<file path="src/rtl/conv_pkg.sv">
// Shared widths, beat flags and FSM states for the row convolution engine
// Modules take what they need by a wildcard import in the body
package conv_pkg;

    parameter int KW_MAX_DEF  = 7;                     // widest odd kernel the filter supports
    parameter int MEMBERS_DEF = 8;                     // number of parallel multiply-accumulators

    parameter int PIXEL_W  = 8;
    parameter int WEIGHT_W = 8;
    parameter int PSUM_W   = 24;                       // headroom for 255 channels of 8x8 products
    parameter int KW2_W    = 2;                        // half kernel width, kw/2
    parameter int COL_W    = 8;
    parameter int CIN_W    = 8;

    typedef logic signed [PIXEL_W-1:0]  pixel_t;
    typedef logic signed [WEIGHT_W-1:0] weight_t;
    typedef logic signed [PSUM_W-1:0]   psum_t;
    typedef logic        [KW2_W-1:0]    kw2_t;         // 0 means kw = 1, 3 means kw = 7
    typedef logic        [COL_W-1:0]    col_t;
    typedef logic        [CIN_W-1:0]    cin_t;

    // user flags that travel with every tagged beat
    typedef struct packed {
        kw2_t kw2;                                     // kernel of the row this beat belongs to
        logic is_config;                               // beat carries configuration, no pixel
        logic is_cin_last;                             // last channel of a column
        logic is_col_last;                             // beat belongs to the last column
        logic is_cols_1_k2;                            // column kw2 before the last one
    } beat_user_t;

    typedef enum logic {
        TAG_IDLE,                                      // waiting for a configuration beat
        TAG_STREAM                                     // counting channels and columns of a row
    } tagger_state_t;

endpackage

</file>
<file path="src/rtl/conv_beat_if.sv">
// One tagged beat going from the input side to the datapaths and the filter
// The tagger drives the source side, every other block only reads the sink side
`timescale 1ns/100ps

interface conv_beat_if #(
    parameter int MEMBERS = conv_pkg::MEMBERS_DEF
);
    import conv_pkg::*;

    logic       valid;                                 // taken when valid and aclken are both high
    pixel_t     pixel;
    beat_user_t user;
    weight_t    weights [MEMBERS];                     // one weight per member, set by the last config

    modport source (
        output valid, pixel, user, weights
    );

    modport sink (
        input valid, pixel, user, weights
    );

endinterface

</file>
<file path="src/rtl/beat_tagger.sv">
// Input side of the engine; registers each beat and tags it with its user flags
// A config beat sets the row shape and weights, then pixel beats stream column by column
`timescale 1ns/100ps

module beat_tagger #(
    parameter int MEMBERS = conv_pkg::MEMBERS_DEF
) (
    input  logic              aclk,
    input  logic              aclken,
    input  logic              rst_n,
    input  logic              in_valid,
    input  conv_pkg::pixel_t  in_pixel,
    input  logic              in_config,
    input  conv_pkg::kw2_t    in_kw2,
    input  conv_pkg::col_t    in_cols,
    input  conv_pkg::cin_t    in_cins,
    input  conv_pkg::weight_t in_weights [MEMBERS],
    conv_beat_if.source       beat
);
    import conv_pkg::*;

    tagger_state_t state;
    kw2_t          kw2_q;                              // kernel of the current row
    col_t          cols_q;                             // columns in the current row
    cin_t          cins_q;                             // channels per column
    col_t          col_cnt;
    cin_t          ch_cnt;
    logic          cin_last;
    logic          col_last;
    logic          cols_1_k2;

    assign cin_last  = (ch_cnt == cin_t'(cins_q - cin_t'(1)));
    assign col_last  = (col_cnt == col_t'(cols_q - col_t'(1)));
    assign cols_1_k2 = (col_cnt == col_t'(cols_q - col_t'(1) - col_t'(kw2_q))); // start of the right edge

    always_ff @(posedge aclk) begin
        if (!rst_n) begin
            state      <= TAG_IDLE;
            beat.valid <= 1'b0;
            beat.user  <= '0;
            kw2_q      <= '0;
            cols_q     <= '0;
            cins_q     <= '0;
            col_cnt    <= '0;
            ch_cnt     <= '0;
        end else if (aclken) begin
            beat.valid <= 1'b0;                        // one tagged beat per taken input beat
            if (in_valid && in_config) begin
                kw2_q      <= in_kw2;
                cols_q     <= in_cols;
                cins_q     <= in_cins;
                col_cnt    <= '0;
                ch_cnt     <= '0;
                state      <= TAG_STREAM;
                beat.valid <= 1'b1;                    // the config itself goes on, it clears the chain
                beat.user  <= '{kw2: in_kw2, is_config: 1'b1, default: 1'b0};
            end else if (in_valid && state == TAG_STREAM) begin
                beat.valid <= 1'b1;
                beat.user  <= '{kw2: kw2_q, is_config: 1'b0, is_cin_last: cin_last,
                               is_col_last: col_last, is_cols_1_k2: cols_1_k2};
                if (cin_last) begin
                    ch_cnt  <= '0;
                    col_cnt <= col_t'(col_cnt + col_t'(1));
                    if (col_last) begin
                        state <= TAG_IDLE;             // row is complete, wait for the next config
                    end
                end else begin
                    ch_cnt <= cin_t'(ch_cnt + cin_t'(1));
                end
            end
        end
    end

    // pixel and weights are payload only
    always_ff @(posedge aclk) begin
        if (aclken && in_valid) begin
            beat.pixel <= in_pixel;
            if (in_config) begin
                beat.weights <= in_weights;            // held for the whole row
            end
        end
    end

endmodule

</file>
<file path="src/rtl/pad_filter.sv">
// Works out per member which partial sums may be handed on and which sums are finished
// Column edge registers plus lookup logic for every odd kernel up to KW_MAX give same padding
`timescale 1ns/100ps

module pad_filter #(
    parameter int KW_MAX  = conv_pkg::KW_MAX_DEF,
    parameter int MEMBERS = conv_pkg::MEMBERS_DEF
) (
    input  logic               aclk,
    input  logic               aclken,
    input  logic               rst_n,
    conv_beat_if.sink          beat,
    output logic [MEMBERS-1:1] mask_partial,
    output logic [MEMBERS-1:0] mask_full
);
    import conv_pkg::*;

    localparam int KW2_MAX = KW_MAX / 2;               // 7 gives 3, 5 gives 2, 3 gives 1

    kw2_t kw2;
    logic reg_clken;

    // the shift registers are indexed from 1 so kw2 selects them without an adder
    logic [KW2_MAX:0] col_end      [MEMBERS];          // bit 0 stays low for kw = 1
    logic [KW2_MAX:1] col_end_in   [MEMBERS];
    logic [KW2_MAX:1] col_start    [MEMBERS];
    logic [KW2_MAX:1] col_start_in [MEMBERS];

    logic [KW2_MAX:0] lut_allow_full [MEMBERS];        // one entry per kernel, picked by kw2
    logic [KW2_MAX:0] lut_stop_partial [MEMBERS-1:1];

    assign kw2       = beat.user.kw2;
    assign reg_clken = aclken && beat.valid && (beat.user.is_cin_last || beat.user.is_config);

    for (genvar m = 0; m < MEMBERS; m++) begin : g_edge
        // col_end walks from the column kw2 before the last to the last column
        assign col_end_in[m][1] = !beat.user.is_config && beat.user.is_cols_1_k2 && (kw2 != 0);
        // a config starts the left edge, otherwise the end of the last row wraps into it
        assign col_start_in[m][1] = beat.user.is_config ? (kw2 != 0) : col_end[m][kw2];

        for (genvar k = 2; k <= KW2_MAX; k++) begin : g_shift
            assign col_end_in[m][k]   = beat.user.is_config ? 1'b0 : col_end[m][k-1];
            assign col_start_in[m][k] = beat.user.is_config ? 1'b0 : col_start[m][k-1];
        end

        always_ff @(posedge aclk) begin
            if (!rst_n) begin
                col_end[m][KW2_MAX:1] <= '0;
                col_start[m]          <= '0;
            end else if (reg_clken) begin
                col_end[m][KW2_MAX:1] <= col_end_in[m];  // moves once per finished column
                col_start[m]          <= col_start_in[m];
            end
        end

        assign col_end[m][0] = 1'b0;
    end

    for (genvar m = 0; m < MEMBERS; m++) begin : g_full
        for (genvar k = 1; k <= KW2_MAX; k++) begin : g_kw
            localparam int KW = 2 * k + 1;
            localparam bit FULL_WINDOW = (m == KW - 1); // holds all kw taps of one window
            localparam bit EDGE_TAIL   = (m >= k) && (m < KW); // right edge windows, zero padded

            logic start_cols;                          // first kw2 columns, window not yet complete
            logic last_col;

            assign start_cols = |col_start[m][k:1];
            assign last_col   = col_end[m][k];

            assign lut_allow_full[m][k] = (FULL_WINDOW && !start_cols) || (EDGE_TAIL && last_col);
        end

        assign lut_allow_full[m][0] = (m == 0);       // kw = 1 has no neighbours, member 0 finishes
        assign mask_full[m]         = lut_allow_full[m][kw2];
    end

    for (genvar m = 1; m < MEMBERS; m++) begin : g_partial
        for (genvar k = 1; k <= KW2_MAX; k++) begin : g_kw
            localparam int KW = 2 * k + 1;
            localparam bit UNUSED = (m >= KW);        // members past the kernel take nothing

            // at the last column a hand-over would carry columns past the row into the next one
            assign lut_stop_partial[m][k] = UNUSED || col_end[m][k];
        end

        assign lut_stop_partial[m][0] = 1'b1;         // kw = 1 never hands over
        assign mask_partial[m]        = !lut_stop_partial[m][kw2];
    end

endmodule

</file>
<file path="src/rtl/psum_chain.sv">
// Member multiply-accumulators; each column's sums move one member up at channel end
// done marks the members whose sum is a finished output, as chosen by the pad filter
`timescale 1ns/100ps

module psum_chain #(
    parameter int KW_MAX  = conv_pkg::KW_MAX_DEF,
    parameter int MEMBERS = conv_pkg::MEMBERS_DEF
) (
    input  logic               aclk,
    input  logic               aclken,
    input  logic               rst_n,
    conv_beat_if.sink          beat,
    input  logic [MEMBERS-1:1] mask_partial,
    input  logic [MEMBERS-1:0] mask_full,
    output conv_pkg::psum_t    psum [MEMBERS],
    output logic [MEMBERS-1:0] done
);
    import conv_pkg::*;

    psum_t acc     [MEMBERS];                          // running sum of the current column
    psum_t prod    [MEMBERS];
    psum_t sum_now [MEMBERS];                          // acc with this beat's product included
    logic  take;
    logic  take_last;

    assign take      = aclken && beat.valid && !beat.user.is_config;
    assign take_last = take && beat.user.is_cin_last;

    for (genvar m = 0; m < MEMBERS; m++) begin : g_mac
        assign prod[m]    = beat.pixel * beat.weights[m]; // signed, extended to the sum width
        assign sum_now[m] = acc[m] + prod[m];

        always_ff @(posedge aclk) begin
            if (!rst_n) begin
                acc[m]  <= '0;
                done[m] <= 1'b0;
            end else begin
                done[m] <= take_last && mask_full[m];  // single cycle pulse, even if aclken drops
                if (aclken && beat.valid && beat.user.is_config) begin
                    acc[m] <= '0;                      // a new row starts with an empty chain
                end else if (take_last) begin
                    if (m == 0) begin
                        acc[m] <= '0;                  // member 0 always opens a new window
                    end else if (mask_partial[m]) begin
                        acc[m] <= sum_now[m-1];        // neighbour's window moves one column on
                    end else begin
                        acc[m] <= '0;
                    end
                end else if (take) begin
                    acc[m] <= sum_now[m];              // more channels of the same column
                end
            end
        end

        // finished value is held until the next channel end
        always_ff @(posedge aclk) begin
            if (take_last) begin
                psum[m] <= sum_now[m];
            end
        end
    end

endmodule

</file>
<file path="src/rtl/output_collector.sv">
// Output side; queues finished sums and emits one per cycle in column order
// row_done goes with the sum of the last column of a row
`timescale 1ns/100ps

module output_collector #(
    parameter int KW_MAX  = conv_pkg::KW_MAX_DEF,
    parameter int MEMBERS = conv_pkg::MEMBERS_DEF
) (
    input  logic               aclk,
    input  logic               aclken,
    input  logic               rst_n,
    conv_beat_if.sink          beat,
    input  conv_pkg::psum_t    psum [MEMBERS],
    input  logic [MEMBERS-1:0] done,
    output logic               out_valid,
    output conv_pkg::psum_t    out_sum,
    output conv_pkg::col_t     out_col,
    output logic               row_done
);
    import conv_pkg::*;

    localparam int PTR_W  = (MEMBERS > 1) ? $clog2(MEMBERS) : 1;
    localparam int CNT_W  = $clog2(MEMBERS + 1);
    localparam int PUSH_W = $clog2(KW_MAX / 2 + 2); // at most kw2+1 sums finish together

    psum_t             q_sum  [MEMBERS];
    logic              q_last [MEMBERS];               // marks the last column of a row
    logic [PTR_W-1:0]  wr_ptr;
    logic [PTR_W-1:0]  rd_ptr;
    logic [CNT_W-1:0]  count;
    logic [PTR_W-1:0]  push_slot [MEMBERS];
    logic [PTR_W-1:0]  last_slot;
    logic [PUSH_W-1:0] push_n;
    logic              col_last_q;                     // done of this cycle comes from the last column
    logic              pop;
    col_t              col_cnt;

    // higher members hold older columns, so they go into the queue first
    always_comb begin
        int n;
        n = 0;
        for (int m = MEMBERS - 1; m >= 0; m--) begin
            push_slot[m] = PTR_W'((int'(wr_ptr) + n) % MEMBERS);
            if (done[m]) begin
                n++;
            end
        end
        push_n    = PUSH_W'(n);
        last_slot = PTR_W'((int'(wr_ptr) + n + MEMBERS - 1) % MEMBERS);
    end

    assign pop = aclken && (count != 0);

    always_ff @(posedge aclk) begin
        for (int m = 0; m < MEMBERS; m++) begin
            if (done[m]) begin
                q_sum[push_slot[m]]  <= psum[m];
                q_last[push_slot[m]] <= 1'b0;
            end
        end
        if (col_last_q && push_n != 0) begin
            q_last[last_slot] <= 1'b1;                 // lowest finishing member is column cols-1
        end
    end

    always_ff @(posedge aclk) begin
        if (!rst_n) begin
            wr_ptr     <= '0;
            rd_ptr     <= '0;
            count      <= '0;
            col_last_q <= 1'b0;
            col_cnt    <= '0;
            out_valid  <= 1'b0;
            row_done   <= 1'b0;
            out_col    <= '0;
        end else begin
            if (aclken && beat.valid && beat.user.is_cin_last) begin
                col_last_q <= beat.user.is_col_last; // lines up with done from the chain
            end
            wr_ptr    <= PTR_W'((int'(wr_ptr) + int'(push_n)) % MEMBERS);
            count     <= CNT_W'(count + push_n - CNT_W'(pop));
            out_valid <= pop;
            row_done  <= pop && q_last[rd_ptr];
            if (pop) begin
                rd_ptr  <= PTR_W'((int'(rd_ptr) + 1) % MEMBERS);
                out_col <= col_cnt;
                col_cnt <= q_last[rd_ptr] ? col_t'(0) : col_t'(col_cnt + col_t'(1));
            end
        end
    end

    always_ff @(posedge aclk) begin
        if (pop) begin
            out_sum <= q_sum[rd_ptr];
        end
    end

endmodule

</file>
<file path="src/rtl/conv_row_engine.sv">
// Top level of the same-padded row convolution engine
// Input side tags beats, the filter and chain compute sums, the collector emits them
`timescale 1ns/100ps

module conv_row_engine #(
    parameter int KW_MAX  = conv_pkg::KW_MAX_DEF,
    parameter int MEMBERS = conv_pkg::MEMBERS_DEF
) (
    input  logic              aclk,
    input  logic              aclken,
    input  logic              rst_n,
    input  logic              in_valid,
    input  conv_pkg::pixel_t  in_pixel,
    input  logic              in_config,
    input  conv_pkg::kw2_t    in_kw2,
    input  conv_pkg::col_t    in_cols,
    input  conv_pkg::cin_t    in_cins,
    input  conv_pkg::weight_t in_weights [MEMBERS],
    output logic              out_valid,
    output conv_pkg::psum_t   out_sum,
    output conv_pkg::col_t    out_col,
    output logic              row_done
);
    import conv_pkg::*;

    logic [MEMBERS-1:1] mask_partial;
    logic [MEMBERS-1:0] mask_full;
    psum_t              psum [MEMBERS];
    logic [MEMBERS-1:0] done;

    conv_beat_if #(.MEMBERS(MEMBERS)) beat_if ();

    beat_tagger #(.MEMBERS(MEMBERS)) u_beat_tagger (
        .aclk, .aclken, .rst_n, .in_valid, .in_pixel, .in_config,
        .in_kw2, .in_cols, .in_cins, .in_weights,
        .beat (beat_if.source)
    );

    pad_filter #(.KW_MAX(KW_MAX), .MEMBERS(MEMBERS)) u_pad_filter (
        .aclk, .aclken, .rst_n,
        .beat (beat_if.sink),
        .mask_partial, .mask_full
    );

    psum_chain #(.KW_MAX(KW_MAX), .MEMBERS(MEMBERS)) u_psum_chain (
        .aclk, .aclken, .rst_n,
        .beat (beat_if.sink),
        .mask_partial, .mask_full, .psum, .done
    );

    output_collector #(.KW_MAX(KW_MAX), .MEMBERS(MEMBERS)) u_output_collector (
        .aclk, .aclken, .rst_n,
        .beat (beat_if.sink),
        .psum, .done, .out_valid, .out_sum, .out_col, .row_done
    );

endmodule

</file>
<file path="config.mk">
export PLATFORM = sky130hd
export DESIGN_NAME = conv_row_engine
export DESIGN_NICKNAME = d
export VERILOG_FILES = /design/src/rtl/conv_pkg.sv /design/src/rtl/conv_beat_if.sv /design/src/rtl/beat_tagger.sv /design/src/rtl/pad_filter.sv /design/src/rtl/psum_chain.sv /design/src/rtl/output_collector.sv /design/src/rtl/conv_row_engine.sv
export SDC_FILE = /design/constraint.sdc
export NUM_CORES = 2
export LEC_CHECK = 0
export ABC_CLOCK_PERIOD_IN_PS = 16700
export BUFFER_PORTS_ARGS = -buffer_cell sky130_fd_sc_hd__buf_4
export CAP_MARGIN = 20
export CORE_MARGIN = 4
export CORE_UTILIZATION = 55
export DETAILED_ROUTE_END_ITERATION = 8
export PLACE_DENSITY = 0.7
export SYNTH_ARGS = -nofsm -noshare
export SYNTH_HDL_FRONTEND = slang
export SYNTH_HIERARCHICAL = 1
export SYNTH_SLANG_ARGS = --single-unit
export TNS_END_PERCENT = 20
</file>
<file path="constraint.sdc">
create_clock -name aclk -period 16.7 [get_ports aclk]
set_input_delay 2.505 -clock aclk [delete_from_list [all_inputs] [get_ports aclk]]
set_output_delay 2.505 -clock aclk [all_outputs]
set_load 0.01 [all_outputs]
</file>
==> summary.txt <==
Vias in the first global route -> 61,300
Initial antenna violation count -> 9
Crit path required time -> 17,170 ps
Critical path startpoint category -> flop
Fin nets -> 8,664
CP peak stage delay -> 830 ps
TritonCTS Sinks -> 768
EDFF count, synth -> 675
Area Overhead vs Synth -> 7.66%
Largest net degree at the start of global routing -> 73
Slew headroom -> 0.0580
Warnings, synthesis -> 6
Max Slew Vio Count -> 0
Setup violators final -> 0
Worst setup EP type -> flop
I/O Pins -> 129
Tightest Pin Transition -> 1410 ps
Post-Syn Area -> 0.0761 sq mm
Die Area -> 0.144 sq mm
FF-to-FF setup slack -> 9600 ps
Number of synthesized register bits -> 768
Via count -> 61,900
Die width -> 380 um
Hold Path Origin -> u_beat_tagger/kw2_q[1]$_SDFFE_PN0P_
Netlist cell types -> 108
Critical-path cell with the highest stage delay -> and2_1
Fmax achieved -> 141 MHz
Drt drc -> 4
Post-CTS setup buffer count -> 0
Status -> finished, violations left
Root buffer cell -> clkbuf_16
Core Box Area -> 0.137 sq mm
GPL Wtd Cong -> 0.980
Antenna Nets Post-Route -> 0
Layout cells sized above 1 -> 0.0927
Final Hold Fails -> 0
Max_cap viols -> 0
Leakage -> 0.0341 uW
Longest Clk Path Bufs -> 3
WS Path Type -> reg -> reg
H-tree levels -> 3
Syn Area/Cell -> 10.2 sq um
Worst skew pair latency -> 760 ps
Num CTS Buffers -> 92
Worst Reg-to-Reg Cells -> 17
Final min period -> 7100 ps
Total Neg Setup Slack -> 0 ps
Routed wire length -> 283,000 um
VDD IR max -> 0.000245 V
Synth Instances -> 7,432
Synth async-reset ratio -> 0
Drt pass-1 iters -> 9
Port-buffer cells -> 128
Power Density -> 199 mW/mm^2
CTS tree -> done
Seq/Total Area, Yosys -> 0.291
Core Rows -> 136
Arr. time, crit path -> 7570 ps
Die Ht -> 380 um
Grt total ovfl -> 0
First-pass GRT wire length -> 410,000 um
Routed length per instance -> 30.9 um
Fillers -> 11,400
Worst r2r src -> u_beat_tagger/beat.pixel[7]$_DFFE_PP_
DRT iter0 DRCs -> 9,210
Final worst path period share -> 0.425
Main synth FF type -> edfxtp_1
Post-detail-place hpwl -> 189,000 um
All-layer global routing usage -> 0.385
Failing checks -> DRC
HP Class -> reg -> reg
Reg2reg end -> u_psum_chain/acc[1][42]$_DFFE_PP_
Initial Util -> 0.553
Worst-path fanout max -> 35
Avg Vias per Cell -> 6.78
Worst hold endpoint -> u_beat_tagger/kw2_q[1]$_SDFFE_PN0P_
Clock slew at reported path FFs -> 60 ps
CTS Hold Bufs -> 0
Worst path cell trace -> buf_4 -> buf_4 -> and2_1 -> fa_1 -> fa_1 -> fa_1 -> fa_1 -> ha_1 -> ha_1 -> and2_1 -> nand4_1 -> nand2_1 -> a41o_1 -> o21a_1 -> a221oi_1 -> xor2_1 -> o22ai_1
Clock Skew -> 32.6 ps
Final hold slack -> 459 ps
CTS-repair resized insts -> 0
Worst path most repeated cell -> fa_1
RSZ-0062 raised after global routing -> no
Number of cells on the worst hold path -> 2
[cells by family (layout without fill, tap and decap cells)]
kind of cell	Yosys count	after routing	synth area share
buf+inv	1457	1367	0.0740
flops	768	768	0.291
simple gates	1606	1606	0.101
fa+ha+maj	1306	1306	0.298
compound gates	1693	1693	0.150
xor+xnor	281	281	0.0341
other cells	1	5	0.0000493
mux	320	320	0.0522
[where the power goes]
group	internal, uW	switching, uW
Combinational	3830	7510
Sequential	2650	102
Clock	1250	957
Total	7730	8570
[cell type report]
cell class,count,area (sq um),share of cell area
diodes,3,7.51,0.0000917
clock buffers,102,2410,0.0295
clock inverters,72,840,0.0103
inverters,942,3540,0.0432
multi-input cells,5208,48700,0.595
flip-flops and latches,768,22100,0.270
well taps,1794,2240,0.0274
repair buffers,251,2020,0.0247
[sequential cells by signal (all words and copies together), names as in the netlist, 24 cells and up, named ones only]
name / flops
u_output_collector/q_sum: 192
u_psum_chain/acc: 192
u_psum_chain/psum: 192
u_beat_tagger/beat.weights: 64
u_output_collector/out_sum: 24
[cell usage after synthesis, types with 22 or more instances]
master,instances,area share
o211ai_1,22,0.0022
a21o_1,52,0.0051
o221ai_1,165,0.019
mux4_2,50,0.015
a22o_1,60,0.0069
nand3_1,185,0.012
xnor2_1,164,0.019
and2_1,294,0.024
o22ai_1,131,0.011
a31oi_1,24,0.0020
o21ai_1,52,0.0034
nand2_1,611,0.030
fa_1,841,0.22
o21bai_1,28,0.0028
a211oi_1,25,0.0025
xor2_1,106,0.012
nor3_1,48,0.0032
a22oi_1,72,0.0071
o21a_1,125,0.012
ha_1,465,0.076
mux2i_1,168,0.022
o21ai_0,186,0.012
clkbuf_2,38,0.0025
and3_1,22,0.0018
a21oi_1,466,0.031
nor2_1,272,0.013
dfxtp_1,93,0.024
clkbuf_1,397,0.020
nand2b_1,40,0.0033
a221oi_1,178,0.020
inv_1,935,0.046
buf_1,41,0.0020
edfxtp_1,675,0.27
mux2_2,99,0.015
[how the worst max path moves through the flow]
stage                                                      from                                end  slack [ps]
after global routing      u_beat_tagger/beat.pixel[7]$_DFFE_PP_  u_psum_chain/acc[1][42]$_DFFE_PP_        9270
after global placement    u_beat_tagger/beat.pixel[7]$_DFFE_PP_  u_psum_chain/acc[1][42]$_DFFE_PP_        9580
after CTS                 u_beat_tagger/beat.pixel[4]$_DFFE_PP_  u_psum_chain/acc[0][40]$_DFFE_PP_        9480
after detailed placement  u_beat_tagger/beat.pixel[7]$_DFFE_PP_  u_psum_chain/acc[1][42]$_DFFE_PP_        9530
final                     u_beat_tagger/beat.pixel[7]$_DFFE_PP_  u_psum_chain/acc[1][42]$_DFFE_PP_        9600
after floorplan                                          aclken     u_psum_chain/psum[0]$_DFFE_PP_          90
[per-layer routing]
metal | routed length [um] | up-vias | global-route usage
met3 | 41800 | 1223 | 0.149
met2 | 114000 | 4661 | 0.540
li1 | - | 25500 | -
met4 | 19800 | 8 | 0.198
met1 | 107000 | 30500 | 0.519
met5 | 83 | - | 0
[stage by stage]
| step | util | cells | instance area (sq um) | setup WS, ps | total power, uW |
|---|---|---|---|---|---|
| after floorplan | - | 7433 | 76100 | 88.5 | 9740 |
| after global placement | 0.570 | 8950 | 78400 | 9580 | 13600 |
| after detailed placement | 0.571 | 8954 | 78400 | 9530 | 13800 |
| after CTS | 0.594 | 9128 | 81700 | 9480 | 16100 |
| after global routing | 0.596 | 9137 | 81900 | 9270 | 17400 |
| final | 0.596 | 9140 | 81900 | 9600 | 16300 |
[layout by cell type (no fill, tap or decap), types with 131 or more instances in the layout]
cell / Yosys / final
o21ai_0: 186 / 185
inv_1: 935 / 934
buf_4: 17 / 240
mux2i_1: 168 / 167
o22ai_1: 131 / 131
nand2_1: 611 / 604
and2_1: 294 / 293
o221ai_1: 165 / 165
xnor2_1: 164 / 164
edfxtp_1: 675 / 675
a21oi_1: 466 / 461
nor2_1: 272 / 258
ha_1: 465 / 465
fa_1: 841 / 841
a221oi_1: 178 / 178
nand3_1: 185 / 173
[worst max-delay path, delay by kind of cell (launching register included)]
family / cells / cell delay (ps)
and+or+nand+nor: 4 / 1200
DFF: 1 / 310
adders and majority gates: 6 / 2670
xor gates and xnor gates: 1 / 770
buffers and inverters: 2 / 800
AOI/OAI and AO/OA: 4 / 1000
Power figures use the tool's default switching activity.
